### src/source/ps2Pkg.sv
`default_nettype none

////////////////////////////////////////////////////////////////////////////
// PS/2 line protocol definitions
////////////////////////////////////////////////////////////////////////////

package ps2Pkg;

	// Start, 8 data bits, odd parity, stop
	localparam int FRAME_BITS = 11;

	// Commands the host may send to the mouse
	typedef enum logic [7:0] {
		CMD_ENABLE_REPORT = 8'hF4
	} mouseCmd_e;

	// Device answer to any accepted command
	localparam logic [7:0] ACK_BYTE = 8'hFA;

	// Host to device sender
	typedef enum logic [2:0] {
		TX_IDLE,
		TX_INHIBIT,
		TX_REQUEST,
		TX_SHIFT,
		TX_ACKBIT,
		TX_DONE
	} txState_e;

	// Device to host deserializer
	typedef enum logic [1:0] {
		RX_IDLE,
		RX_SHIFT,
		RX_CHECK
	} rxState_e;

endpackage

`default_nettype wire
### src/source/ps2Transmitter.sv
`timescale 1ns/1ps
`default_nettype none

module ps2Transmitter #(
	parameter int INHIBIT_CYCLES = 10000
) (
	input  logic              Clk,
	input  logic              rst,
	input  logic              send,
	input  ps2Pkg::mouseCmd_e cmd,
	input  logic              clkFall,
	input  logic              datLevel,
	output logic              clkPullLow,
	output logic              datPullLow,
	output logic              busy,
	output logic              sent,
	output logic              ackOk
);

	import ps2Pkg::*;

	localparam int INH_W = $clog2(INHIBIT_CYCLES + 1);

	txState_e         state;
	logic [INH_W-1:0] inhibitCnt;
	logic [3:0]       bitCnt;
	// Data LSB first, parity, then a 1 so the stop slot releases the line
	logic [9:0]       shiftReg;

	////////////////////////////////////////////////////////////////////////
	// Command FSM
	////////////////////////////////////////////////////////////////////////

	always_ff @(posedge Clk) begin
		if (rst) begin
			state      <= TX_IDLE;
			inhibitCnt <= '0;
			bitCnt     <= '0;
			clkPullLow <= 1'b0;
			datPullLow <= 1'b0;
			ackOk      <= 1'b0;
		end else begin
			case (state)
				TX_IDLE: begin
					if (send) begin
						// Inhibit the device clock
						clkPullLow <= 1'b1;
						inhibitCnt <= '0;
						state      <= TX_INHIBIT;
					end
				end
				TX_INHIBIT: begin
					if (inhibitCnt == INH_W'(INHIBIT_CYCLES - 1)) begin
						// Start bit
						datPullLow <= 1'b1;
						state      <= TX_REQUEST;
					end else begin
						inhibitCnt <= inhibitCnt + 1'b1;
					end
				end
				TX_REQUEST: begin
					// Hand the clock back, device starts clocking
					clkPullLow <= 1'b0;
					bitCnt     <= '0;
					state      <= TX_SHIFT;
				end
				TX_SHIFT: begin
					if (clkFall) begin
						datPullLow <= ~shiftReg[0];
						if (bitCnt == 4'(FRAME_BITS - 2)) begin
							state <= TX_ACKBIT;
						end else begin
							bitCnt <= bitCnt + 1'b1;
						end
					end
				end
				TX_ACKBIT: begin
					// Device pulls data low to acknowledge
					if (clkFall) begin
						ackOk <= ~datLevel;
						state <= TX_DONE;
					end
				end
				TX_DONE: state <= TX_IDLE;
				default: state <= TX_IDLE;
			endcase
		end
	end

	// Frame payload, loaded on send
	always_ff @(posedge Clk) begin
		if (state == TX_IDLE && send) begin
			shiftReg <= {1'b1, ~^cmd, cmd};
		end else if (state == TX_SHIFT && clkFall) begin
			shiftReg <= shiftReg >> 1;
		end
	end

	assign busy = (state != TX_IDLE);
	// One cycle after the ack slot
	assign sent = (state == TX_DONE);

endmodule

`default_nettype wire

### config.mk
export PLATFORM = sky130hd
export DESIGN_NAME = ps2Transmitter
export DESIGN_NICKNAME = d
export VERILOG_FILES = /design/src/source/ps2Pkg.sv /design/src/source/ps2Transmitter.sv
export SDC_FILE = /design/constraint.sdc
export NUM_CORES = 1
export LEC_CHECK = 0
export ABC_CLOCK_PERIOD_IN_PS = 4100
export BUFFER_PORTS_ARGS = -buffer_cell sky130_fd_sc_hd__buf_2
export CAP_MARGIN = 15
export CELL_PAD_IN_SITES_DETAIL_PLACEMENT = 0
export CELL_PAD_IN_SITES_GLOBAL_PLACEMENT = 2
export CORE_UTILIZATION = 40
export CTS_CLUSTER_DIAMETER = 80
export DETAILED_ROUTE_END_ITERATION = 10
export GPL_TIMING_DRIVEN = 0
export PLACE_DENSITY = 0.87
export SYNTH_ARGS = -nofsm -noshare
export SYNTH_HDL_FRONTEND = slang
export SYNTH_SLANG_ARGS = --single-unit
export TNS_END_PERCENT = 1
### constraint.sdc
create_clock -name Clk -period 4.1 [get_ports Clk]
set_input_delay 0.615 -clock Clk [delete_from_list [all_inputs] [get_ports Clk]]
set_output_delay 0.615 -clock Clk [all_outputs]
set_load 0.01 [all_outputs]
Word-level counts from Yosys, hierarchy flattened
Index checks and enable logic that the tools add are counted.

Bits of input ports: 13. Memories kept: 0. Bits in latches: 0. Memory bits (read-only): 0. Output and inout port bits: 5. Flip-flop bits (word level): 34. RAM bits: 0.

Bitwise logic cells: 2. Reduce and logical (&&, ||, !) cells: 16. Add/sub/neg operators: 2. Shifts and indexed selects: 0. Magnitude comparators: 0. Equal/unequal tests: 14. Multiply operators: 0. Divide/modulo/power cells: 0. Mux-type cells: 19.

Operators with widths (count): two-way mux 14 bit (2); one-hot mux 14 bit (2 select lines) (1); two-way mux 9 bit (2); two-way mux 3 bit (5); one-hot mux 3 bit (5 select lines) (1); adder 14 x 1 -> 14 bit, second input constant (1); equality test 14 bit, second input constant (1); inequality test 2 bit, second input constant (7); nonzero test 2 bit (5); AND reduction 3 bit (3); two-way mux 4 bit (2); one-hot mux 4 bit (2 select lines) (1); XNOR reduction 8 bit (1); equality test 3 x 2 -> 1 bit, second input constant (2); equality test 3 bit, second input constant (2); AND reduction 5 bit (1); adder 4 x 1 -> 4 bit, second input constant (1); equality test 4 bit, second input constant (1); one-hot mux 1 bit (2 select lines) (2); AND reduction 2 bit (2); equality test 3 x 1 -> 1 bit, second input constant (1); zero test 3 bit (1); two-way mux 1 bit (3); nonzero test 3 bit (1); 2 further kinds (4).

Longest topological paths before layout
Depth in word-level cells: 4. Depth in mapped cells: 6.

Least setup slack after synthesis
OpenSTA, ideal clock, no wires.

Path kind: reg2reg. Start: register inhibitCnt[0]. End: register inhibitCnt[10]. Data arrival time: 1.681 ns. Slack: 2.340 ns. Cell stages (with the launch flop): 7. Data required time: 4.020 ns. Path through: dfxtp_1 -> ha_1 -> and3_1 -> buf_2 -> o211a_1 -> or4b_1 -> a211oi_2.

Word-level cells in the longest chain between the ends: 3.

Ends and longest elaborated chain: from (decl) (line ps2Transmitter.sv:25) `logic [INH_W-1:0] inhibitCnt;`; from (signal assigned) (line ps2Transmitter.sv:58) `inhibitCnt <= inhibitCnt + 1'b1;`; adder 14 x 1 -> 14 bit / equality test 14 bit (equally long branches) (line ps2Transmitter.sv:58, ps2Transmitter.sv:53); two-way mux 14 bit / inequality test 2 bit (equally long branches); one-hot mux 14 bit (2 select lines) / AND reduction 3 bit (equally long branches).

Parallel ways exist; a longest one is shown, timed or not. The select of a mux whose other input is x is not followed. A chain may end at the register's enable or synchronous reset.

Worst setup path after layout
Start: register inhibitCnt[0]. End: register state[0].

Word-level cells in the longest chain between the ends: 3.

Ends and longest elaborated chain: equality test 14 bit (line ps2Transmitter.sv:53) `if (inhibitCnt == INH_W'(INHIBIT_CYCLES - 1)) begin`; inequality test 2 bit (no source line); AND reduction 5 bit (no source line); to (signal assigned) (line ps2Transmitter.sv:49) `state <= TX_INHIBIT;`; to (signal assigned) (line ps2Transmitter.sv:56) `state <= TX_REQUEST;`; to (signal assigned) (line ps2Transmitter.sv:65) `state <= TX_SHIFT;`; to (decl) (line ps2Transmitter.sv:24) `txState_e state;`.

Every way passes these cells.

==> qor.txt <==
TritonCTS Buffers: 5
Critical path startpoint category: flop
Finished Cell Area: 2220 µm²
LEAKAGE: 0.779 nW
Kind of critical path: reg2reg
Residual DRC: 0
Worst-path clk slew: 70 ps
Arr. time, crit path: 2310 ps
Gpl congestion: 0.776
Die area: 5190 µm²
IO Pins: 18
Critical path's slowest cell: a221oi_2
HP Class: reg2reg
Async S/R FF share, synth: 0%
Post-route ant nets: 0
Xor/xnor share of the synthesized area: 4.02%
CP cell instances: ha_1, and3_1, buf_2, nand4_1, a221oi_2, mux2i_1
Total wire length: 4300 µm
Total of max-cap violations: 0
Complex-gate fraction of the synthesized area: 17.0%
Hold EP: shiftReg[9]
Multiplexer share of the synthesized area: 6.19%
Post-synth design cell area: 1960 µm²
Biggest area consumer among synthesized cells: dfxtp_1
Sink Count: 34
Post-DP HPWL: 3090 µm
Die X: 72.0 µm
Slew @ Worst Pin: 680 ps
Synth Instances: 208
Proportion of layout cells with a drive suffix above 1: 21.5%
Global-route wire length before repair: 7260 µm
Syn avg cell area: 9.43 µm²
Hold_buf cts: 0
Yosys warning count: 0
Initial antenna violation count: 0
# diodes: 0
Slew headroom: 54.5%
Grt total ovfl: 0
Top cell type's share of synthesized area: 25.5%
Final slew viol count: 0
Number of flops mapped to enable cells by yosys: 9
Overall Global Routing Usage: 18.1%
Critical path endpoint category: flop
Final setup viols: 0
Fin crit period: 2090 ps
Reg2Reg Setup Slack: 2010 ps
Total Nets Final: 248
Largest net degree at the start of global routing: 12
Leading cell types by total area after synthesis: dfxtp_1 (26%), edfxtp_1 (14%), mux2_2 (5.2%), xnor2_1 (4.0%), a21oi_1 (2.8%)
Simple-Gate Fraction of Synth Area: 26.1%
Synth-to-Final Area Change: 12.9%
Yosys reg bits: 34
WL per Instance: 14.3 µm
Via count: 1,637
Outcome: finished, final reports clean
Post-cts sizing count: 0
Post-CTS Setup Repair Bufs: 0
WHS Path Cells: 2
Register area share after synthesis: 39.3%
Detailed-router iteration count before antenna repair: 4
CTS tree: yes
CP max FO: 8
Critical R2R Launch: inhibitCnt[0]
Worst reg2reg path depth: 6
Clk_skew: 2.28 ps
FF-to-FF End: state[0]
Core area: 4720 µm²
Die H: 72.0 µm
Max Buffers Root-to-Sink: 2
Hold Vio Cnt, Final: 0
PortBufs: 17
Dpl cell area: 2130 µm²
Vias in the first global route: 1,509
Power, Total: 836 µW
Synth Flop Type: dfxtp_1
Combinational family with the most area after synthesis: simple AND/OR/NAND/NOR gates
Post-synth cell types: 58
Top cells by count, synth: dfxtp_1 (25), nand2_1 (13), a21oi_1 (11)
PwrDens: 377 nW/µm²
Req. time, crit path: 4320 ps
Later-pin clock latency in the skew report: 290 ps
Layout fillers: 489
FP Rows: 25
Adder-cell area share of the yosys netlist: 1.91%
Syn nets: 224
Most frequent cell after synthesis: dfxtp_1
TNS Setup: 0 ps
Vias per cell: 5.46
RSZ-0062 raised after global routing: no
Root buffer cell: clkbuf_8
Initial core utilization: 41.5%
Worst vdd ir: 0.239 mV
Final worst-path cycle share: 51.0%
DR iter-0 viols: 98
Min-Delay Startpoint: shiftReg[9]
CTS H-Tree Depth: 2
FMAX: 0.478 GHz
Crit path largest cell delay: 430 ps
[layout make-up]
class / instances / area (µm²) / area share [%]
plain buffers: 13 / 70.1 / 3.16
well taps: 67 / 83.8 / 3.78
inverters: 10 / 37.5 / 1.69
repair buffers: 17 / 85.1 / 3.84
multi-input cells: 151 / 1080 / 48.9
clock buffers: 5 / 68.8 / 3.11
flip-flops and latches: 34 / 771 / 34.8
clock inverters: 3 / 16.3 / 0.734
[power by group]
part	internal (mW)	switching [mW]	leakage [nW]
clock	0.116	0.125	0.0416
sequential	0.382	0.0102	0.287
combinational	0.0877	0.115	0.450
[cell families (layout without fill, tap and decap cells)]
kind of cell	after synthesis	count (layout)
AND/OR/NAND/NOR	80	80
AO/OA/AOI/OAI	48	48
flip-flops	34	34
buffers and inverters	23	48
multiplexers	11	11
XOR/XNOR	9	9
adder cells (fa/ha/maj)	3	3
[placed cells by master, fill, tap and decap left out, drive strengths merged, types with 3 or more instances in the layout]
cell type / n
buf: 26
dfxtp: 25
nand2: 13
a21oi: 11
o21ai: 11
inv: 10
nor2: 10
mux2: 9
xnor2: 9
edfxtp: 9
clkbuf: 9
nand3: 8
nand4: 6
a31oi: 5
and4: 5
or4: 4
or3: 4
nor3: 3
nand4b: 3
and3: 3
nand3b: 3
nand2b: 3
ha: 3
or4b: 3
nor3b: 3
[per-stage QoR]
step,utilization [%],cells,setup slack [ps],hold WS (ps)
2_1_floorplan,-,208,2340,420
3_3_place_gp,45.1,292,2030,433
3_5_place_dp,45.1,292,2040,435
4_1_cts,46.9,300,2020,445
5_1_grt,46.9,300,1810,495
6_report,46.9,300,2010,445
[sequential cells by signal (all words and copies together), names as in the netlist]
register / flops
state: 3
bitCnt: 4
datPullLow: 1
clkPullLow: 1
ackOk: 1
shiftReg: 10
inhibitCnt: 14
[critical path: cells and delay by family (launching register included)]
kind / cells / cell delay, ps
muxes: 1 / 200
adders and majority gates: 1 / 240
DFF: 1 / 410
and+or+nand+nor: 2 / 550
buffers and inverters: 1 / 200
AOI/OAI and AO/OA: 1 / 430
[how the worst max path moves through the flow]
stage | from | end | slack, ps | depth (start not counted)
after detailed placement | inhibitCnt[0] | state[0] | 2040 | 6
after floorplan | inhibitCnt[0] | inhibitCnt[10] | 2340 | 6
after CTS | inhibitCnt[0] | state[0] | 2020 | 6
final | inhibitCnt[0] | state[0] | 2010 | 6
after global routing | inhibitCnt[1] | state[0] | 1810 | 6
after global placement | inhibitCnt[0] | state[0] | 2030 | 6
[metal layers]
layer  part of all wire [%]  routed length (µm)  global-route usage, %
met1                     49                2120                   23.9
met2                     46                1990                   29.5
met3                    2.9                 125                   3.75
met4                    1.5                  64                   6.75
met5                      0                   0                      0
No activity file was read; power rests on OpenSTA's default activity.
