`src/source/mousePkg.sv`:
```
`default_nettype none

////////////////////////////////////////////////////////////////////////////
// Mouse movement packet format
////////////////////////////////////////////////////////////////////////////

package mousePkg;

	// Status byte, X movement, Y movement
	localparam int PACKET_BYTES = 3;

	// Bit positions inside the status byte
	localparam int BIT_LEFT    = 0;
	localparam int BIT_RIGHT   = 1;
	localparam int BIT_ALWAYS1 = 3;
	localparam int BIT_XSIGN   = 4;
	localparam int BIT_YSIGN   = 5;
	localparam int BIT_XOVF    = 6;
	localparam int BIT_YOVF    = 7;

	// Magnitude clamp for overflow and -256
	localparam logic [7:0] MAG_MAX = 8'd255;

	// Startup, then packet assembly
	typedef enum logic [2:0] {
		SEND,
		WAITACK,
		BYTE0,
		BYTE1,
		BYTE2
	} reportState_e;

endpackage

`default_nettype wire

```
`src/source/ps2Pkg.sv`:
```
`default_nettype none

////////////////////////////////////////////////////////////////////////////
// PS/2 line protocol definitions
////////////////////////////////////////////////////////////////////////////

package ps2Pkg;

	// Start, 8 data bits, odd parity, stop
	localparam int FRAME_BITS = 11;

	// Commands the host may send to the mouse
	typedef enum logic [7:0] {
		CMD_ENABLE_REPORT = 8'hF4
	} mouseCmd_e;

	// Device answer to any accepted command
	localparam logic [7:0] ACK_BYTE = 8'hFA;

	// Host to device sender
	typedef enum logic [2:0] {
		TX_IDLE,
		TX_INHIBIT,
		TX_REQUEST,
		TX_SHIFT,
		TX_ACKBIT,
		TX_DONE
	} txState_e;

	// Device to host deserializer
	typedef enum logic [1:0] {
		RX_IDLE,
		RX_SHIFT,
		RX_CHECK
	} rxState_e;

endpackage

`default_nettype wire
```
`src/source/ps2ByteIf.sv`:
```
`timescale 1ns/1ps
`default_nettype none

// Received byte from the deserializer to the packet logic
// No back-pressure, sink takes the byte in the valid cycle
interface ps2ByteIf;

	// Data bits of the frame
	logic [7:0] data;
	// One-cycle strobe
	logic       valid;
	// Odd parity not met
	logic       parityErr;
	// Bad start or stop bit
	logic       frameErr;

	// Deserializer side
	modport rx (
		output data, valid, parityErr, frameErr
	);

	// Packet logic side
	modport sink (
		input data, valid, parityErr, frameErr
	);

endinterface

`default_nettype wire

```
`src/source/mouseReportUnit.sv`:
```
`timescale 1ns/1ps
`default_nettype none

module mouseReportUnit #(
	parameter int ACK_TIMEOUT_CYCLES = 2000000
) (
	input  logic              Clk,
	input  logic              rst,
	ps2ByteIf.sink            byteBus,
	input  logic              sent,
	input  logic              ackOk,
	output logic              send,
	output ps2Pkg::mouseCmd_e cmd,
	output logic              ready,
	output logic              Click,
	output logic              Izquierda,
	output logic              Derecha,
	output logic              Arriba,
	output logic              Abajo,
	output logic [7:0]        MagX,
	output logic [7:0]        MagY,
	output logic              packetValid
);

	import ps2Pkg::*;
	import mousePkg::*;

	localparam int TO_W = $clog2(ACK_TIMEOUT_CYCLES + 1);

	reportState_e    state;
	logic [TO_W-1:0] timeoutCnt;
	logic            byteErr;
	// Status and X bytes, Y is taken straight from the bus
	logic [7:0]      pkt [PACKET_BYTES-1];
	logic [8:0]      xMove;
	logic [8:0]      yMove;

	// Absolute value of a 9-bit movement, clamped
	function automatic logic [7:0] magnitude(input logic [8:0] move, input logic ovf);
		logic [8:0] absVal;
		absVal = move[8] ? (~move + 9'd1) : move;
		if (ovf || absVal[8]) begin
			return MAG_MAX;
		end
		return absVal[7:0];
	endfunction

	assign byteErr = byteBus.parityErr | byteBus.frameErr;
	assign xMove   = {pkt[0][BIT_XSIGN], pkt[1]};
	assign yMove   = {pkt[0][BIT_YSIGN], byteBus.data};
	assign send    = (state == SEND);
	assign cmd     = CMD_ENABLE_REPORT;

	////////////////////////////////////////////////////////////////////////
	// Startup and packet FSM
	////////////////////////////////////////////////////////////////////////

	always_ff @(posedge Clk) begin
		if (rst) begin
			state       <= SEND;
			timeoutCnt  <= '0;
			ready       <= 1'b0;
			packetValid <= 1'b0;
			Click       <= 1'b0;
			Izquierda   <= 1'b0;
			Derecha     <= 1'b0;
			Arriba      <= 1'b0;
			Abajo       <= 1'b0;
			MagX        <= '0;
			MagY        <= '0;
		end else begin
			packetValid <= 1'b0;
			case (state)
				SEND: begin
					timeoutCnt <= '0;
					state      <= WAITACK;
				end
				WAITACK: begin
					if (byteBus.valid && !byteErr && byteBus.data == ACK_BYTE) begin
						ready <= 1'b1;
						state <= BYTE0;
					end else if ((sent && !ackOk) ||
							timeoutCnt == TO_W'(ACK_TIMEOUT_CYCLES - 1)) begin
						// No ack bit or no answer, try again
						state <= SEND;
					end else begin
						timeoutCnt <= timeoutCnt + 1'b1;
					end
				end
				BYTE0: begin
					// Bit 3 marks a status byte
					if (byteBus.valid && !byteErr && byteBus.data[BIT_ALWAYS1]) begin
						state <= BYTE1;
					end
				end
				BYTE1: begin
					if (byteBus.valid) begin
						state <= byteErr ? BYTE0 : BYTE2;
					end
				end
				BYTE2: begin
					if (byteBus.valid) begin
						state <= BYTE0;
						if (!byteErr) begin
							packetValid <= 1'b1;
							Click       <= pkt[0][BIT_LEFT] | pkt[0][BIT_RIGHT];
							Izquierda   <= pkt[0][BIT_XSIGN];
							Derecha     <= ~pkt[0][BIT_XSIGN];
							Abajo       <= pkt[0][BIT_YSIGN];
							Arriba      <= ~pkt[0][BIT_YSIGN];
							MagX        <= magnitude(xMove, pkt[0][BIT_XOVF]);
							MagY        <= magnitude(yMove, pkt[0][BIT_YOVF]);
						end
					end
				end
				default: state <= SEND;
			endcase
		end
	end

	// Packet bytes held until the last one arrives
	always_ff @(posedge Clk) begin
		if (byteBus.valid && state == BYTE0) begin
			pkt[0] <= byteBus.data;
		end
		if (byteBus.valid && state == BYTE1) begin
			pkt[1] <= byteBus.data;
		end
	end

endmodule

`default_nettype wire

```
`src/flat_wrapper.sv`:
```
// flat-port wrapper written by rule: the top's interface ports become plain ports
module mouseReportUnit_flat import ps2Pkg::*; import mousePkg::*;
#(
	parameter int ACK_TIMEOUT_CYCLES = 2000000
)
  (Clk, rst, sent, ackOk, send, cmd, ready, Click, Izquierda, Derecha, Arriba, Abajo, MagX, MagY, packetValid, byteBus_data, byteBus_valid, byteBus_parityErr, byteBus_frameErr);
  ps2ByteIf byteBus_i ();
  input  logic Clk;
  input  logic rst;
  input  logic sent;
  input  logic ackOk;
  output logic send;
  output ps2Pkg::mouseCmd_e cmd;
  output logic ready;
  output logic Click;
  output logic Izquierda;
  output logic Derecha;
  output logic Arriba;
  output logic Abajo;
  output logic [7:0] MagX;
  output logic [7:0] MagY;
  output logic packetValid;
  input wire logic [$bits(byteBus_i.data)-1:0] byteBus_data;
  input wire logic [$bits(byteBus_i.valid)-1:0] byteBus_valid;
  input wire logic [$bits(byteBus_i.parityErr)-1:0] byteBus_parityErr;
  input wire logic [$bits(byteBus_i.frameErr)-1:0] byteBus_frameErr;
  assign byteBus_i.data = byteBus_data;
  assign byteBus_i.valid = byteBus_valid;
  assign byteBus_i.parityErr = byteBus_parityErr;
  assign byteBus_i.frameErr = byteBus_frameErr;
  mouseReportUnit #(.ACK_TIMEOUT_CYCLES(ACK_TIMEOUT_CYCLES)) u_core (.Clk(Clk), .rst(rst), .byteBus(byteBus_i), .sent(sent), .ackOk(ackOk), .send(send), .cmd(cmd), .ready(ready), .Click(Click), .Izquierda(Izquierda), .Derecha(Derecha), .Arriba(Arriba), .Abajo(Abajo), .MagX(MagX), .MagY(MagY), .packetValid(packetValid));
endmodule
```
`config.mk`:
```
export PLATFORM = sky130hd
export DESIGN_NAME = mouseReportUnit_flat
export DESIGN_NICKNAME = d
export VERILOG_FILES = /design/src/source/mousePkg.sv /design/src/source/ps2Pkg.sv /design/src/source/ps2ByteIf.sv /design/src/source/mouseReportUnit.sv /design/src/flat_wrapper.sv
export SDC_FILE = /design/constraint.sdc
export NUM_CORES = 1
export LEC_CHECK = 0
export ABC_AREA = 0
export BUFFER_PORTS_ARGS = -buffer_cell sky130_fd_sc_hd__buf_2
export CORE_UTILIZATION = 25
export DETAILED_ROUTE_END_ITERATION = 10
export PLACE_DENSITY = 0.45
export SYNTH_ARGS = -nofsm -noshare
export SYNTH_HDL_FRONTEND = slang
export SYNTH_SLANG_ARGS = --single-unit
```
`constraint.sdc`:
```
create_clock -name Clk -period 1.8 [get_ports Clk]
set_input_delay 0.09 -clock Clk [delete_from_list [all_inputs] [get_ports Clk]]
set_output_delay 0.09 -clock Clk [all_outputs]
set_load 0.01 [all_outputs]
```
* Word level (Yosys, flattened, before mapping) *
Memory sizes are Yosys's and may differ from the RTL's.
Cells that the tools add are included.

operators by class
  add/sub/neg operators = 3
  equal/unequal tests = 12
  muxes and demuxes = 34
  bitwise gates (word level) = 9
  reduce and logical (&&, ||, !) cells = 19

operators by type and width
  kind                                                                     number
  21-bit two-way mux                                                       2
  21-bit case mux with 2 select lines                                      1
  8-bit two-way mux                                                        5
  21-bit by 1-bit adder with 21-bit output, second input constant          1
  21-bit equality test, second input constant                              1
  9-bit by 1-bit adder with 9-bit output, second input constant            2
  3-bit two-way mux                                                        6
  9-bit two-way mux                                                        2
  9-bit NOT                                                                2
  1-bit two-way mux                                                        17
  3-bit case mux with 5 select lines                                       1
  8-bit equality test, second input constant                               1
  2-bit inequality test, second input constant                             4
  8-bit OR reduction                                                       1
  3-bit by 2-bit equality test with 1-bit output, second input constant    2
  1-bit logical AND                                                        6
  3-bit AND reduction                                                      2
  1-bit NOT                                                                5
  4-bit AND reduction                                                      1
  3-bit by 1-bit equality test with 1-bit output, second input constant    1
  3-bit equality test, second input constant                               1
  3-bit logical NOT                                                        1
  1-bit logical OR                                                         3
  3-bit by 1-bit inequality test with 1-bit output, second input constant  1
  6 further kinds                                                          8

word-level totals
  flip-flop bits (word level) = 47
  bits in writable memories = 16
  input bits = 15
  output and inout bits = 32
  word-level logic and storage cells = 89
  memories = 1

memory list
  name        words  bits a word  rd ports  clocked after Yosys merged registers in  wr ports  line                   source
  u_core.pkt  2      8            2         0                                        1         mouseReportUnit.sv:34  logic [7:0] pkt [PACKET_BYTES-1];

* Logic depth before layout (Yosys ltp) *
An unclocked memory read counts as a cell.

  depth after elaboration = 11
  depth in mapped cells = 9
  mapped depth without buffers = 7

* Least setup slack after synthesis *
Ideal clock, no wire load.

  path type = register to register
  start = reg u_core.timeoutCnt[0]
  end = reg u_core.timeoutCnt[11]
  setup time = 117 ps
  data arrival time = 1,721 ps
  data required time = 1,683 ps
  setup slack = -38 ps
  stages on the path, launching flop included = 9
  path buffers = 2
  clock period less this slack = 1,838 ps
  cells stage by stage = dfxtp_1 -> ha_1 -> and3_1 -> nand3_1 -> o311ai_1 -> buf_6 -> buf_6 -> a21oi_1 -> o22a_1

on the way
  word-level cells in the longest chain between the ends = 4
  elaborated cells between the ends (all ways) = 8
  classes of those cells = add/sub: 1; eq/ne: 2; mux: 3; reduce/logical: 2

RTL lines
  what                                                                                     line                                          source
  start, declared                                                                          mouseReportUnit.sv:31                         logic [TO_W-1:0] timeoutCnt;
  start signal, assigned                                                                   mouseReportUnit.sv:87                         timeoutCnt <= timeoutCnt + 1'b1;
  21-bit by 1-bit adder with 21-bit output / 21-bit equality test (equally long branches)  mouseReportUnit.sv:87, mouseReportUnit.sv:83
  21-bit two-way mux / 1-bit logical OR (equally long branches)                            mouseReportUnit.sv:82                         end else if ((sent && !ackOk) ||
  21-bit two-way mux / 2-bit inequality test (equally long branches)                       --
  21-bit case mux with 2 select lines / 3-bit AND reduction (equally long branches)        --

Parallel ways exist; a longest one is shown, timed or not. The select of a mux whose other input is x is not followed.
A chain may end at the register's enable or synchronous reset.

* Worst setup path in the final report *
  start = reg u_core.state[1]
  end = reg u_core.timeoutCnt[13]

on the way
  word-level cells in the longest chain between the ends = 3
  elaborated cells between the ends (all ways) = 7
  classes of those cells = eq/ne: 3; mux: 1; reduce/logical: 3

RTL lines
  what                                                                                        line                   source
  start, declared                                                                             mouseReportUnit.sv:30  reportState_e state;
  start signal, assigned                                                                      mouseReportUnit.sv:98  state <= byteErr ? BYTE0 : BYTE2;
  3-bit by 1-bit equality test with 1-bit output / 3-bit logical NOT (equally long branches)  mouseReportUnit.sv:73  case (state)
  2-bit inequality test (no source line) / 2-bit nonzero test (equally long branches)         --
  3-bit AND reduction (no source line)                                                        --

Parallel ways exist; a longest one is shown, timed or not.

==> metrics.cfg <==
[critical_path]
crit_family = simple AND/OR/NAND/NOR gates
critPathArrivalTime_ns = 2.17
endpoint_kind = register
crit_slowest_cell = or4_4
crit_chain = or3b_4, a21oi_4, o311ai_4, buf_12, or4_4, a21oi_2
cp_num_buf_inv = 1
path_class = register to register
worst_setup_path_start_kind = register
reg2regPathDepth = 6
rr_endpoint = u_core.timeoutCnt[13]$_SDFFE_PP0P_
slowest_delay_ns = 0.51
path_max_fanout = 11
cp.required_ns = 2.07
rrSetupSlack_ns = -0.10
regToRegStartpoint = u_core.state[1]$_SDFFE_PP0P_

[layout]
diodes = 0
syn2layout_area_growth_pct = 45.33
fin_util_pct = 37.86
drive_gt1_share_pct = 35.40
final_nets = 466
instances_no_fill = 595

[floorplanning]
core_um2 = 11610
dieArea_um2 = 12550
ios = 47
placementRows = 39
die_x_um = 112.0
start_util_pct = 26.05
die_y_um = 112.0

[routing]
drt_wl_total_mm = 8.415
drc = 7
vias = 2863
drt_first_iter_violations = 150
avgViaCountPerCell = 4.812
dr.pass1.iters = 7
avgRoutedWirePerCell_um = 14.14
antenna_left = 0

[power_and_ir_drop]
leakage_nw = 1.810
vdd.ir_drop.worst_mv = 0.4694
p_per_area_nw_per_um2 = 826.4

[global_routing]
grt_util_met3_pct = 4.627
track_usage_pct = 14.14
use_met1_pct = 16.69
grt_use_met2_pct = 23.77
antenna_found_initial = 0
grt.busiest_layer = met2
grt_pass1_wl_mm = 13.77
grt_start_max_net_pins = 21
grt_pass1_vias = 2766
overflow = 0

[logic_synthesis]
synth_seq_cells = 61
yosysTopAreaCell = dfxtp_1
synth_cells = 334
ys_top_cells_by_count = dfxtp_1 (47), nor2_1 (39), nand2_1 (31)
async_flop_share_pct = 0
syn_avg_cell_area_um2 = 9.058
synthesis.area_um2 = 3025
yosys-top-cells-area = dfxtp_1 (31%), edfxtp_1 (14%), nor2_1 (4.8%)
synth-edff-count = 14
yosysMostFrequentCell = dfxtp_1
synth_top_area_share_pct = 31.10
ys_seq_area_share_pct = 45.00
synth_warnings = 0
synthDistinctLibCells = 58
synth_ff_type = dfxtp_1

[min_path]
min_to = u_core.pkt[0][15]$_DFFE_PP_
holdPathStages = 1
hp-start = byteBus_data[7]
hp-class = input pin to register

[place]
post-place-cells = 567
portBuffers = 38
place.gp.congestion = 0.8358
hpwlAfterDp_mm = 6.251

[clock_network]
cts_made_buffers = 9
cts_num_sinks = 61
cts_tree = yes
cts.hold.buffers_added = 0
clock_latency_ns = 0.33
clock-root-buffer = clkbuf_16
path_clk_slew_ns = 0.05
htreeDepth = 3
cts.path.max_buffers = 2

[sta]
min_period_ns = 1.904
setup_viol = 10
grt_setup_unrepaired = yes
skew_ns = 0.006334
hold_violations = 0
setup_tns_ns = -0.6224
fin_ws_ns = -0.1037
fmax_mhz = 525.3
fin_crit_sh_pct = 105.8
final_max_slew_viol_count = 0

[run_status]
violations = design-rule violations, negative setup slack
status = complete, but fails checks

[run]
maxCapViolCount = 0

worst max-delay path by stage:
stage,end,depth (start not counted),slack (ns),startpoint
global route,u_core.timeoutCnt[18]$_SDFFE_PP0P_,6,-0.15,u_core.state[1]$_SDFFE_PP0P_
CTS,u_core.timeoutCnt[16]$_SDFFE_PP0P_,6,-0.11,u_core.state[1]$_SDFFE_PP0P_
global placement,u_core.MagX[0]$_SDFFE_PP0P_,6,-0.13,u_core.pkt[0][8]$_DFFE_PP_
detailed placement,u_core.MagX[2]$_SDFFE_PP0P_,6,-0.20,u_core.pkt[0][8]$_DFFE_PP_
floorplan,u_core.MagY[0]$_SDFFE_PP0P_,5,0.005,u_core.state[0]$_SDFFE_PP0P_
finish,u_core.timeoutCnt[13]$_SDFFE_PP0P_,6,-0.10,u_core.state[1]$_SDFFE_PP0P_
metal layers:
layer	share of wire, %	wire [µm]
met5	0	0
met4	1.9	161
met3	3.6	300
met2	48	4072
met1	46	3881
worst register-to-register path, delay by kind of cell, from the launching register on:
kind | cells | cell delay [ns]
AOI/OAI and AO/OA | 3 | 0.44
buffers and inverters | 1 | 0.17
DFF | 1 | 0.30
and+or+nand+nor | 2 | 0.93
placed cells by master, fill, tap and decap left out, types with 3 or more instances in the layout:
cell / instances
nor2_1: 37
conb_1: 8
dfxtp_2: 5
buf_6: 6
dfxtp_1: 42
or4_4: 3
bufinv_16: 3
nand3_1: 17
mux2i_1: 4
edfxtp_1: 14
or4_1: 4
a21oi_2: 3
clkbuf_16: 9
o21ai_1: 3
ha_1: 3
o22a_1: 3
o31ai_1: 11
nor3_1: 10
nor2b_1: 5
buf_4: 75
a211oi_1: 16
buf_2: 38
a21oi_1: 14
nand2_1: 31
a21o_1: 3
nand4_1: 6
xor2_1: 11
inv_1: 8
layout make-up:
type	count	area (µm²)
repair buffers	120	840.8
multi-input cells	246	1644
clock buffers	11	232.7
inverters	9	33.78
flip-flops and latches	61	1368
fillers	1220	7217
well taps	143	178.9
clock inverters	5	98.84
flip-flops by register name (all words and copies together) (netlist names):
register            cells
u_core.Abajo            1
u_core.Arriba           1
u_core.Click            1
u_core.Derecha          1
u_core.Izquierda        1
u_core.MagX             8
u_core.MagY             8
u_core.packetValid      1
u_core.pkt             14
u_core.ready            1
u_core.state            3
u_core.timeoutCnt      21
logic make-up after synthesis:
group / count (synthesis) / synth area share [%]
other: 2 / 0.2482
multiplexers: 4 / 1.323
flip-flops: 61 / 45.00
AND/OR/NAND/NOR: 136 / 22.25
XOR/XNOR: 13 / 3.763
adder cells (fa/ha/maj): 4 / 1.654
buffers and inverters: 33 / 5.997
AO/OA/AOI/OAI: 81 / 19.77
stage by stage:
| stage | area (µm²) | hold slack [ns] | power (mW) | setup WS [ns] |
|---|---|---|---|---|
| floorplan | 3058 | 0.1889 | 1.563 | 0.005266 |
| global placement | 3817 | 0.3821 | 1.676 | -0.1261 |
| detailed placement | 3817 | 0.3782 | 1.674 | -0.1962 |
| CTS | 4285 | 0.02690 | 3.671 | -0.1100 |
| global route | 4397 | 0.03287 | 3.764 | -0.1532 |
| finish | 4397 | 0.03855 | 3.634 | -0.1037 |
power breakdown:
| part | internal (mW) | switching [mW] |
|---|---|---|
| clock network | 1.34 | 0.594 |
| logic | 0.134 | 0.154 |
| registers | 1.41 | 0.00276 |
what timing repair did:
action	4_1_cts	5_1_grt
pin swaps	8	6
gates resized for setup	16	19
cloned	0	0
setup buffers	8	4
endpoints found under the setup margin	28	29
(Power assumes the default switching activity.)
