===== src/source/ps2Pkg.sv =====
`default_nettype none

////////////////////////////////////////////////////////////////////////////
// PS/2 line protocol definitions
////////////////////////////////////////////////////////////////////////////

package ps2Pkg;

	// Start, 8 data bits, odd parity, stop
	localparam int FRAME_BITS = 11;

	// Commands the host may send to the mouse
	typedef enum logic [7:0] {
		CMD_ENABLE_REPORT = 8'hF4
	} mouseCmd_e;

	// Device answer to any accepted command
	localparam logic [7:0] ACK_BYTE = 8'hFA;

	// Host to device sender
	typedef enum logic [2:0] {
		TX_IDLE,
		TX_INHIBIT,
		TX_REQUEST,
		TX_SHIFT,
		TX_ACKBIT,
		TX_DONE
	} txState_e;

	// Device to host deserializer
	typedef enum logic [1:0] {
		RX_IDLE,
		RX_SHIFT,
		RX_CHECK
	} rxState_e;

endpackage

`default_nettype wire

===== src/source/ps2ByteIf.sv =====
`timescale 1ns/1ps
`default_nettype none

// Received byte from the deserializer to the packet logic
// No back-pressure, sink takes the byte in the valid cycle
interface ps2ByteIf;

	// Data bits of the frame
	logic [7:0] data;
	// One-cycle strobe
	logic       valid;
	// Odd parity not met
	logic       parityErr;
	// Bad start or stop bit
	logic       frameErr;

	// Deserializer side
	modport rx (
		output data, valid, parityErr, frameErr
	);

	// Packet logic side
	modport sink (
		input data, valid, parityErr, frameErr
	);

endinterface

`default_nettype wire


===== src/source/ps2Receiver.sv =====
`timescale 1ns/1ps
`default_nettype none

module ps2Receiver (
	input  logic Clk,
	input  logic rst,
	input  logic clkFall,
	input  logic datLevel,
	input  logic busy,
	ps2ByteIf.rx byteBus
);

	import ps2Pkg::*;

	rxState_e              state;
	// Bits taken so far, start bit included
	logic [3:0]            bitCnt;
	// Start at bit 0, stop at the top after a full frame
	logic [FRAME_BITS-1:0] frame;

	////////////////////////////////////////////////////////////////////////
	// Frame FSM
	////////////////////////////////////////////////////////////////////////

	always_ff @(posedge Clk) begin
		if (rst) begin
			state  <= RX_IDLE;
			bitCnt <= '0;
		end else begin
			case (state)
				RX_IDLE: begin
					// Start bit fall, ignored while sending
					if (clkFall && !busy) begin
						bitCnt <= 4'd1;
						state  <= RX_SHIFT;
					end
				end
				RX_SHIFT: begin
					if (busy) begin
						// Host took the bus, drop the partial frame
						state <= RX_IDLE;
					end else if (clkFall) begin
						if (bitCnt == 4'(FRAME_BITS - 1)) begin
							state <= RX_CHECK;
						end else begin
							bitCnt <= bitCnt + 1'b1;
						end
					end
				end
				RX_CHECK: state <= RX_IDLE;
				default:  state <= RX_IDLE;
			endcase
		end
	end

	// LSB first, new bit enters at the top
	always_ff @(posedge Clk) begin
		if (clkFall && !busy && state != RX_CHECK) begin
			frame <= {datLevel, frame[FRAME_BITS-1:1]};
		end
	end

	////////////////////////////////////////////////////////////////////////
	// Byte out, held steady in the check cycle
	////////////////////////////////////////////////////////////////////////

	assign byteBus.valid     = (state == RX_CHECK);
	assign byteBus.data      = frame[8:1];
	// Data plus parity must hold an odd count of ones
	assign byteBus.parityErr = ~(^frame[9:1]);
	assign byteBus.frameErr  = frame[0] | ~frame[FRAME_BITS-1];

endmodule

`default_nettype wire


===== src/flat_wrapper.sv =====
// flat-port wrapper written by rule: the top's interface ports become plain ports
module ps2Receiver_flat import ps2Pkg::*;
  (Clk, rst, clkFall, datLevel, busy, byteBus_data, byteBus_valid, byteBus_parityErr, byteBus_frameErr);
  ps2ByteIf byteBus_i ();
  input  logic Clk;
  input  logic rst;
  input  logic clkFall;
  input  logic datLevel;
  input  logic busy;
  output wire logic [$bits(byteBus_i.data)-1:0] byteBus_data;
  output wire logic [$bits(byteBus_i.valid)-1:0] byteBus_valid;
  output wire logic [$bits(byteBus_i.parityErr)-1:0] byteBus_parityErr;
  output wire logic [$bits(byteBus_i.frameErr)-1:0] byteBus_frameErr;
  assign byteBus_data = byteBus_i.data;
  assign byteBus_valid = byteBus_i.valid;
  assign byteBus_parityErr = byteBus_i.parityErr;
  assign byteBus_frameErr = byteBus_i.frameErr;
  ps2Receiver u_core (.Clk(Clk), .rst(rst), .clkFall(clkFall), .datLevel(datLevel), .busy(busy), .byteBus(byteBus_i));
endmodule

===== config.mk =====
export PLATFORM = sky130hd
export DESIGN_NAME = ps2Receiver_flat
export DESIGN_NICKNAME = d
export VERILOG_FILES = /design/src/source/ps2Pkg.sv /design/src/source/ps2ByteIf.sv /design/src/source/ps2Receiver.sv /design/src/flat_wrapper.sv
export SDC_FILE = /design/constraint.sdc
export NUM_CORES = 1
export LEC_CHECK = 0
export BUFFER_PORTS_ARGS = -buffer_cell sky130_fd_sc_hd__buf_2
export CELL_PAD_IN_SITES_DETAIL_PLACEMENT = 0
export CELL_PAD_IN_SITES_GLOBAL_PLACEMENT = 2
export CORE_MARGIN = 2
export CORE_UTILIZATION = 25
export CTS_CLUSTER_DIAMETER = 150
export CTS_CLUSTER_SIZE = 40
export DETAILED_ROUTE_END_ITERATION = 10
export PLACE_DENSITY = 0.59
export SETUP_SLACK_MARGIN = 0.15
export SYNTH_ARGS = -nofsm -noshare
export SYNTH_HDL_FRONTEND = slang
export SYNTH_SLANG_ARGS = --single-unit

===== constraint.sdc =====
create_clock -name Clk -period 2.24 [get_ports Clk]
set_input_delay 0.336 -clock Clk [delete_from_list [all_inputs] [get_ports Clk]]
set_output_delay 0.336 -clock Clk [all_outputs]
set_load 0.01 [all_outputs]

Word-level counts from Yosys, hierarchy flattened. Index checks and enable logic that the tools add are counted. Widths: inputs -> output; s select.

Logic and storage cells: 35. Register bits: 17. Output and inout port bits: 11. Input port bits: 5.

Muxes and demuxes: 10. Bitwise logic cells: 3. Reductions and logical operators: 8. $add $sub $neg: 1. Equal/unequal tests: 10.

Operators by type and width (number): $mux 4 (4); $reduce_xor 9->1 (1); $mux 2 (4); $ne 2x2->1 const B (4); $pmux 4 s2 (1); $reduce_and 5->1 (1); $add 4x1->4 const B (1); $eq 4x4->1 const B (1); $pmux 2 s2 (1); $ne 3x2->1 const B (1); $ne 3x3->1 const B (1); $reduce_and 3->1 (1); $eq 2x1->1 const B (1); $eq 2x2->1 const B (1); $logic_and 1x1->1 (2); $logic_not 2->1 (1); $ne 2x1->1 const B (1); $not 1->1 (2); $reduce_bool 2->1 (1); $logic_not 1->1 (1); $or 1x1->1 (1).

Logic depth before layout (Yosys ltp). Gate-level depths: netlist (run 1).

Depth after elaboration: 5. Depth in mapped cells: 5. Gate-level depth less buffers: 5.

Least setup slack after synthesis (run 1). Ideal clock, no wire load.

Kind: register to register. From: register u_core.state[0]. To: register u_core.frame[0], enable pin. Arrival: 1.534 ns. Period minus slack after synthesis: 1.930 ns. Path buffers: 0. Stages on the path, launching flop included: 3. Path slack: 0.310 ns. Cells stage by stage: dfxtp_1 -> and2b_1 -> nor3b_1.

Word-level cells in the longest chain between the ends: 2.

Ends and longest elaborated chain: start: declaration (line ps2Receiver.sv:15) `rxState_e state;`; start signal: assignment (line ps2Receiver.sv:27) `state <= RX_IDLE;`; start signal: assignment (line ps2Receiver.sv:35) `state <= RX_SHIFT;`; start signal: assignment (line ps2Receiver.sv:41) `state <= RX_IDLE;`; $ne 2x2->1 (line ps2Receiver.sv:58) `if (clkFall && !busy && state != RX_CHECK) begin`; $logic_and 1x1->1 (line ps2Receiver.sv:58); end signal: assignment (line ps2Receiver.sv:59) `frame <= {datLevel, frame[FRAME_BITS-1:1]};`; end: declaration (line ps2Receiver.sv:19) `logic [FRAME_BITS-1:0] frame;`.

Every way passes these cells. A chain may end at the register's enable or synchronous reset.

Final worst setup path (run 1).
From: register u_core.frame[3]. To: output byteBus_parityErr.

Word-level cells in the longest chain between the ends: 2.

Ends and longest elaborated chain: $reduce_xor 9->1 (line ps2Receiver.sv:70) `assign byteBus.parityErr = ~(^frame[9:1]);`; $not 1->1 (line ps2Receiver.sv:70); end: declaration (line flat_wrapper.sv:12) `output wire logic [$bits(byteBus_i.parityErr)-1:0] byteBus_parityErr;`.

Every way passes these cells.

==> results.py, run 1 <==
metrics = {
    "outcome": {
        "status": "completed",
    },
    "synth": {
        "seq_area_frac_synth": 0.5616,
        "syn_avg_cell_area_um2": 12.73,
        "synthCells": 63,
        "synth.distinct_cells": 30,
        "yosysWarnings": 0,
        "syn-cell-area_um2": 802.0,
        "ys_seq_elements": 17,
        "synth_nets": 70,
    },
    "finish": {
        "final_common_cell": "buf_2",
        "fin_area_um2": 914.6,
        "final_cell_mix": "buf_2 (15), edfxtp_1 (11), dfxtp_1 (6)",
        "multi_input_area_um2": 295.3,
        "seqCellArea_um2": 450.4,
        "nets": 83,
        "drive_gt1_frac": 0.3067,
        "area_growth_pct": 14.04,
        "antennaDiodeCount": 0,
        "fill_cells": 321,
    },
    "critical_path": {
        "crit_chain": "xor2_1, xnor3_1, xnor2_1, buf_2",
        "arrival_ps": 1640,
        "path_delay_family": "XOR/XNOR gates",
        "slowest_delay_ps": 450,
        "cp_slowest_cell": "edfxtp_1",
        "crit_buf_inv": 1,
        "critPathMaxFanout": 3,
        "end_kind": "output pin",
        "cp-start-kind": "flop",
        "path_class": "reg2out",
        "worstPathRequired_ps": 1900,
    },
    "timing": {
        "rsz0062_at_grt": "no",
        "worst_pin_slew_ps": 496.5,
        "period_share": 0.8801,
        "fin_tns_setup_ps": 0,
        "clock_skew_ps": 1.956,
        "timing.fmax_mhz": 507.2,
        "post-route-min-period_ps": 1971,
        "finalMaxSlewViolations": 0,
        "final-setup-viol-count": 0,
        "finalHoldViolCount": 0,
        "slew_headroom": 0.6683,
    },
    "placement": {
        "hpwl_um": 946.7,
        "dpl-instance-area_um2": 879.6,
        "io_buffers": 15,
        "place_congestion": 0.6833,
    },
    "floorplanning": {
        "rows": 20,
        "design.die.area_mm2": 0.003677,
        "core_area_mm2": 0.003053,
        "die_h_um": 60.64,
        "ios": 16,
        "die_w_um": 60.64,
        "initial_core_util": 0.2627,
    },
    "global_route": {
        "grt_max_degree": 12,
        "grt-ovfl-total": 0,
        "track_usage": 0.07496,
        "grt_pass1_vias": 450,
        "antenna_found_initial": 0,
        "grt_pass1_wl_um": 1966,
    },
    "cts": {
        "cts_root_buffer": "clkbuf_4",
        "clock-sinks": 17,
        "cts_setup_buffers": 0,
        "cts_tree": "built",
        "insertion_delay_ps": 280,
        "numCtsBuffers": 3,
        "clockBufferDepth": 2,
        "htree_num_levels": 1,
        "clkTransAtPathRegs_ps": 100,
    },
    "routing": {
        "drtIter0Drc": 12,
        "drc": 0,
        "vias": 494,
        "firstDrtPassIters": 2,
        "vias_per_cell": 4.151,
        "wirelength_um": 1292,
        "ant_nets": 0,
        "wl_per_cell_um": 10.86,
    },
    "power_and_ir_drop": {
        "ir_worst_vdd_mv": 0.1987,
        "fin_total_pwr_uw": 568.9,
        "p_per_area_mw_per_mm2": 622.0,
        "power_leakage_uw": 0.0003465,
    },
    "worst_hold_path": {
        "hp-class": "in2reg",
    },
    "run": {
        "drv_cap": 0,
    },
}
final cells by class:
cell class | instances | share of cell area
Tap cell | 44 | 0.06019
Multi-Input combinational cell | 37 | 0.3228
Clock inverter | 1 | 0.005472
Clock buffer | 3 | 0.02462
Inverter | 1 | 0.004104
Timing Repair Buffer | 16 | 0.09029
Sequential cell | 17 | 0.4925
Yosys cell counts:
master / number / area share
nor2b_1: 2 / 0.016
or3b_2: 1 / 0.011
nor2_1: 1 / 0.0047
nand4bb_1: 1 / 0.014
buf_4: 8 / 0.075
nand2b_1: 1 / 0.0078
nand4b_1: 1 / 0.011
xnor3_1: 1 / 0.028
nor3_1: 1 / 0.0062
or3b_1: 1 / 0.011
a21oi_1: 3 / 0.019
dfxtp_1: 6 / 0.15
inv_1: 1 / 0.0047
nand2_1: 2 / 0.0094
ha_1: 2 / 0.031
xor2_1: 2 / 0.022
nand3_1: 2 / 0.012
edfxtp_1: 11 / 0.41
o21ai_0: 1 / 0.0062
a41o_1: 1 / 0.012
or3_1: 1 / 0.0078
xnor2_1: 4 / 0.044
nand3b_1: 1 / 0.0094
a21bo_2: 1 / 0.012
and2b_1: 1 / 0.0094
mux2i_1: 1 / 0.012
nor4_1: 1 / 0.0078
nand4_1: 1 / 0.0078
a31oi_1: 1 / 0.0078
nor3b_1: 2 / 0.019
final timing paths:
kind                       endpoint  slack (ps)        startpoint  cells after the start
hold reg to reg     u_core.frame[9]         460  u_core.frame[10]                      0
setup / recovery  byteBus_parityErr         270   u_core.frame[3]                      4
setup reg to reg    u_core.frame[8]         820   u_core.state[0]                      3
hold / removal     u_core.frame[10]         220          datLevel                      1
state kept, by name, indices dropped and copies added, names as in the netlist:
| register | flops |
|---|---|
| u_core.bitCnt | 4 |
| u_core.frame | 11 |
| u_core.state | 2 |
cells by family after synthesis:
kind of cell / Yosys count / synth area share
mux: 1 / 0.01248
buf+inv: 9 / 0.07956
flops: 17 / 0.5616
fa+ha+maj: 2 / 0.03120
simple gates: 20 / 0.1638
xor+xnor: 7 / 0.09360
compound gates: 7 / 0.05772
report_power, final:
part	switching, uW	internal, uW	total, uW
logic	26.5	28.9	55.3
registers	9.18	344	353
clock network	94.4	66.2	161
through the flow:
step / setup slack (ps) / hold WS (ps) / std cells / utilization
2_1_floorplan: 309.9 / 405.1 / 63 / -
5_1_grt: 160.6 / 208.9 / 119 / 0.2996
3_5_place_dp: 582.0 / 444.0 / 115 / 0.2881
4_1_cts: 243.0 / 212.1 / 119 / 0.2971
3_3_place_gp: 582.9 / 442.2 / 115 / 0.2881
6_report: 268.6 / 221.8 / 119 / 0.2996
layer usage:
layer  track usage  vias to the layer above  share of wire
met5             0                        -              0
met4       0.05590                        0          0.018
met2       0.09985                       10           0.41
met3       0.02132                        4          0.052
li1              -                      245              -
met1        0.1019                      235           0.52
repair_timing:
item,CTS,global route
endpoints found under the setup margin,0,1
gates resized for setup,0,1
hold buffers,0,0
No activity file was read; power rests on OpenSTA's default activity.
==> inputs of run 2 (changes only) <==
==> constraint.sdc (replaced) <==
create_clock -name Clk -period 2.24 [get_ports Clk]
set_input_delay 0.224 -clock Clk [delete_from_list [all_inputs] [get_ports Clk]]
set_output_delay 0.224 -clock Clk [all_outputs]
set_load 0.01 [all_outputs]
==> run 2 against run 1 <==
Utilization is 0.25 points lower. Global-route usage stayed put. Setup slack better by 110 ps. Sequential share of layout area is 0.41 points higher. Wire length is 0.54% higher. Clock power hardly changed. Combinational power is 1% lower. Critical endpoint unchanged. Largest cell class unchanged.
==> results.py, run 2 (synthesis gave the netlist of run 1 again) <==
metrics = {
    "outcome": {
        "status": "completed",
    },
    "critical_path": {
        "path_class": "reg2out",
        "cp_slowest_cell": "edfxtp_1",
        "r2r-start": "u_core.state[0]",
        "cp-start-kind": "flop",
        "crit_buf_inv": 1,
        "path_delay_family": "XOR/XNOR gates",
        "critPathMaxFanout": 3,
        "arrival_ps": 1630,
        "slowest_delay_ps": 450,
        "critPathLaunch": "u_core.frame[3]",
        "end_kind": "output pin",
        "crit_chain": "xor2_1, xnor3_1, xnor2_1, buf_2",
        "worstPathRequired_ps": 2020,
    },
    "cts": {
        "cts-hold-fix-buffers": 0,
        "cts_root_buffer": "clkbuf_4",
        "clock-sinks": 17,
        "cts_tree": "built",
        "clkTransAtPathRegs_ps": 100,
        "clockBufferDepth": 2,
        "cts_setup_buffers": 0,
        "insertion_delay_ps": 280,
        "numCtsBuffers": 3,
        "ctsResizeCount": 0,
        "htree_num_levels": 1,
    },
    "finish": {
        "reg_top3": "u_core.frame: 11 flops, u_core.bitCnt: 4 flops, u_core.state: 2 flops",
        "nets": 83,
        "finalNonFillerCells": 119,
        "antennaDiodeCount": 0,
        "final_cell_mix": "buf_2 (15), edfxtp_1 (11), dfxtp_1 (6)",
        "utilization": 0.2971,
        "final_common_cell": "buf_2",
        "drive_gt1_frac": 0.2933,
        "area_growth_pct": 13.10,
        "top_register": "u_core.frame",
        "largest_reg_flops": 11,
        "fill_cells": 323,
    },
    "routing": {
        "firstDrtPassIters": 4,
        "drc": 0,
        "wirelength_um": 1299,
        "vias": 506,
        "vias_per_cell": 4.252,
        "ant_nets": 0,
        "wl_per_cell_um": 10.92,
        "drtIter0Drc": 17,
    },
    "timing": {
        "final-setup-viol-count": 0,
        "worst_pin_slew_ps": 492.0,
        "rsz0062_at_grt": "no",
        "clock_skew_ps": 4.552,
        "timing.fmax_mhz": 538.0,
        "fin_tns_setup_ps": 0,
        "post-route-min-period_ps": 1859,
        "finalHoldViolCount": 0,
        "finalMaxSlewViolations": 0,
        "period_share": 0.8298,
        "slew_headroom": 0.6713,
    },
    "floorplanning": {
        "design.die.area_mm2": 0.003677,
        "ios": 16,
        "initial_core_util": 0.2627,
        "core_area_mm2": 0.003053,
        "rows": 20,
        "die_h_um": 60.64,
        "die_w_um": 60.64,
    },
    "global_route": {
        "grt-ovfl-total": 0,
        "grt_pass1_vias": 450,
        "grt_pass1_wl_um": 1966,
        "grt_max_degree": 12,
        "antenna_found_initial": 0,
        "track_usage": 0.07496,
    },
    "power_and_ir_drop": {
        "power_leakage_uw": 0.0003409,
        "ir_worst_vdd_mv": 0.1981,
        "p_per_area_mw_per_mm2": 627.0,
    },
    "placement": {
        "io_buffers": 15,
        "hpwl_um": 946.7,
        "place_congestion": 0.6833,
        "dp_cells": 115,
    },
    "run": {
        "drv_cap": 0,
    },
    "worst_hold_path": {
        "hp-class": "in2reg",
        "min_from": "datLevel",
    },
}
-- run 2: layout make-up --
type                            count  area [um^2]  share of cell area
Clock buffer                        3        22.52             0.02483
Clock inverter                      1        5.005            0.005517
Inverter                            1        3.754            0.004138
Multi-Input combinational cell     37        287.8              0.3172
Sequential cell                    17        450.4              0.4966
Tap cell                           44        55.05             0.06069
Timing Repair Buffer               16        82.58             0.09103
-- run 2: worst reg2reg max path, stage by stage, from the launching register on --
cell and delay, ps:
dfxtp_1 490, and2b_1 240, nor3b_1 180, buf_4 230
-- run 2: metal layers --
layer	up-vias	routed length [um]	track usage
met4	0	23	0.05590
met1	245	641	0.1019
met3	4	85	0.02132
met2	12	549	0.09985
li1	245	-	-
met5	-	0	0
-- run 2: through the flow --
step	setup WS, ps	power [uW]	area, um^2	hold slack, ps
2_1_floorplan	309.9	397.7	802.0	293.1
5_1_grt	250.8	594.1	907.1	96.91
4_1_cts	355.0	574.9	907.1	100.1
3_5_place_dp	694.0	415.0	879.6	403.4
3_3_place_gp	694.9	415.2	879.6	403.4
6_report	381.1	568.8	907.1	107.5
-- run 2: worst paths after layout --
path | to | slack (ps) | cells after the start
hold reg to reg | u_core.frame[9] | 470 | 0
setup reg to reg | u_core.frame[8] | 820 | 3
setup / recovery | byteBus_parityErr | 380 | 4
hold / removal | u_core.frame[10] | 110 | 1
-- run 2: report_power, final --
group | switching, uW | total (uW) | internal, uW
clock network | 95.3 | 161 | 66.2
registers | 8.84 | 353 | 344
logic | 26.4 | 54.7 | 28.3
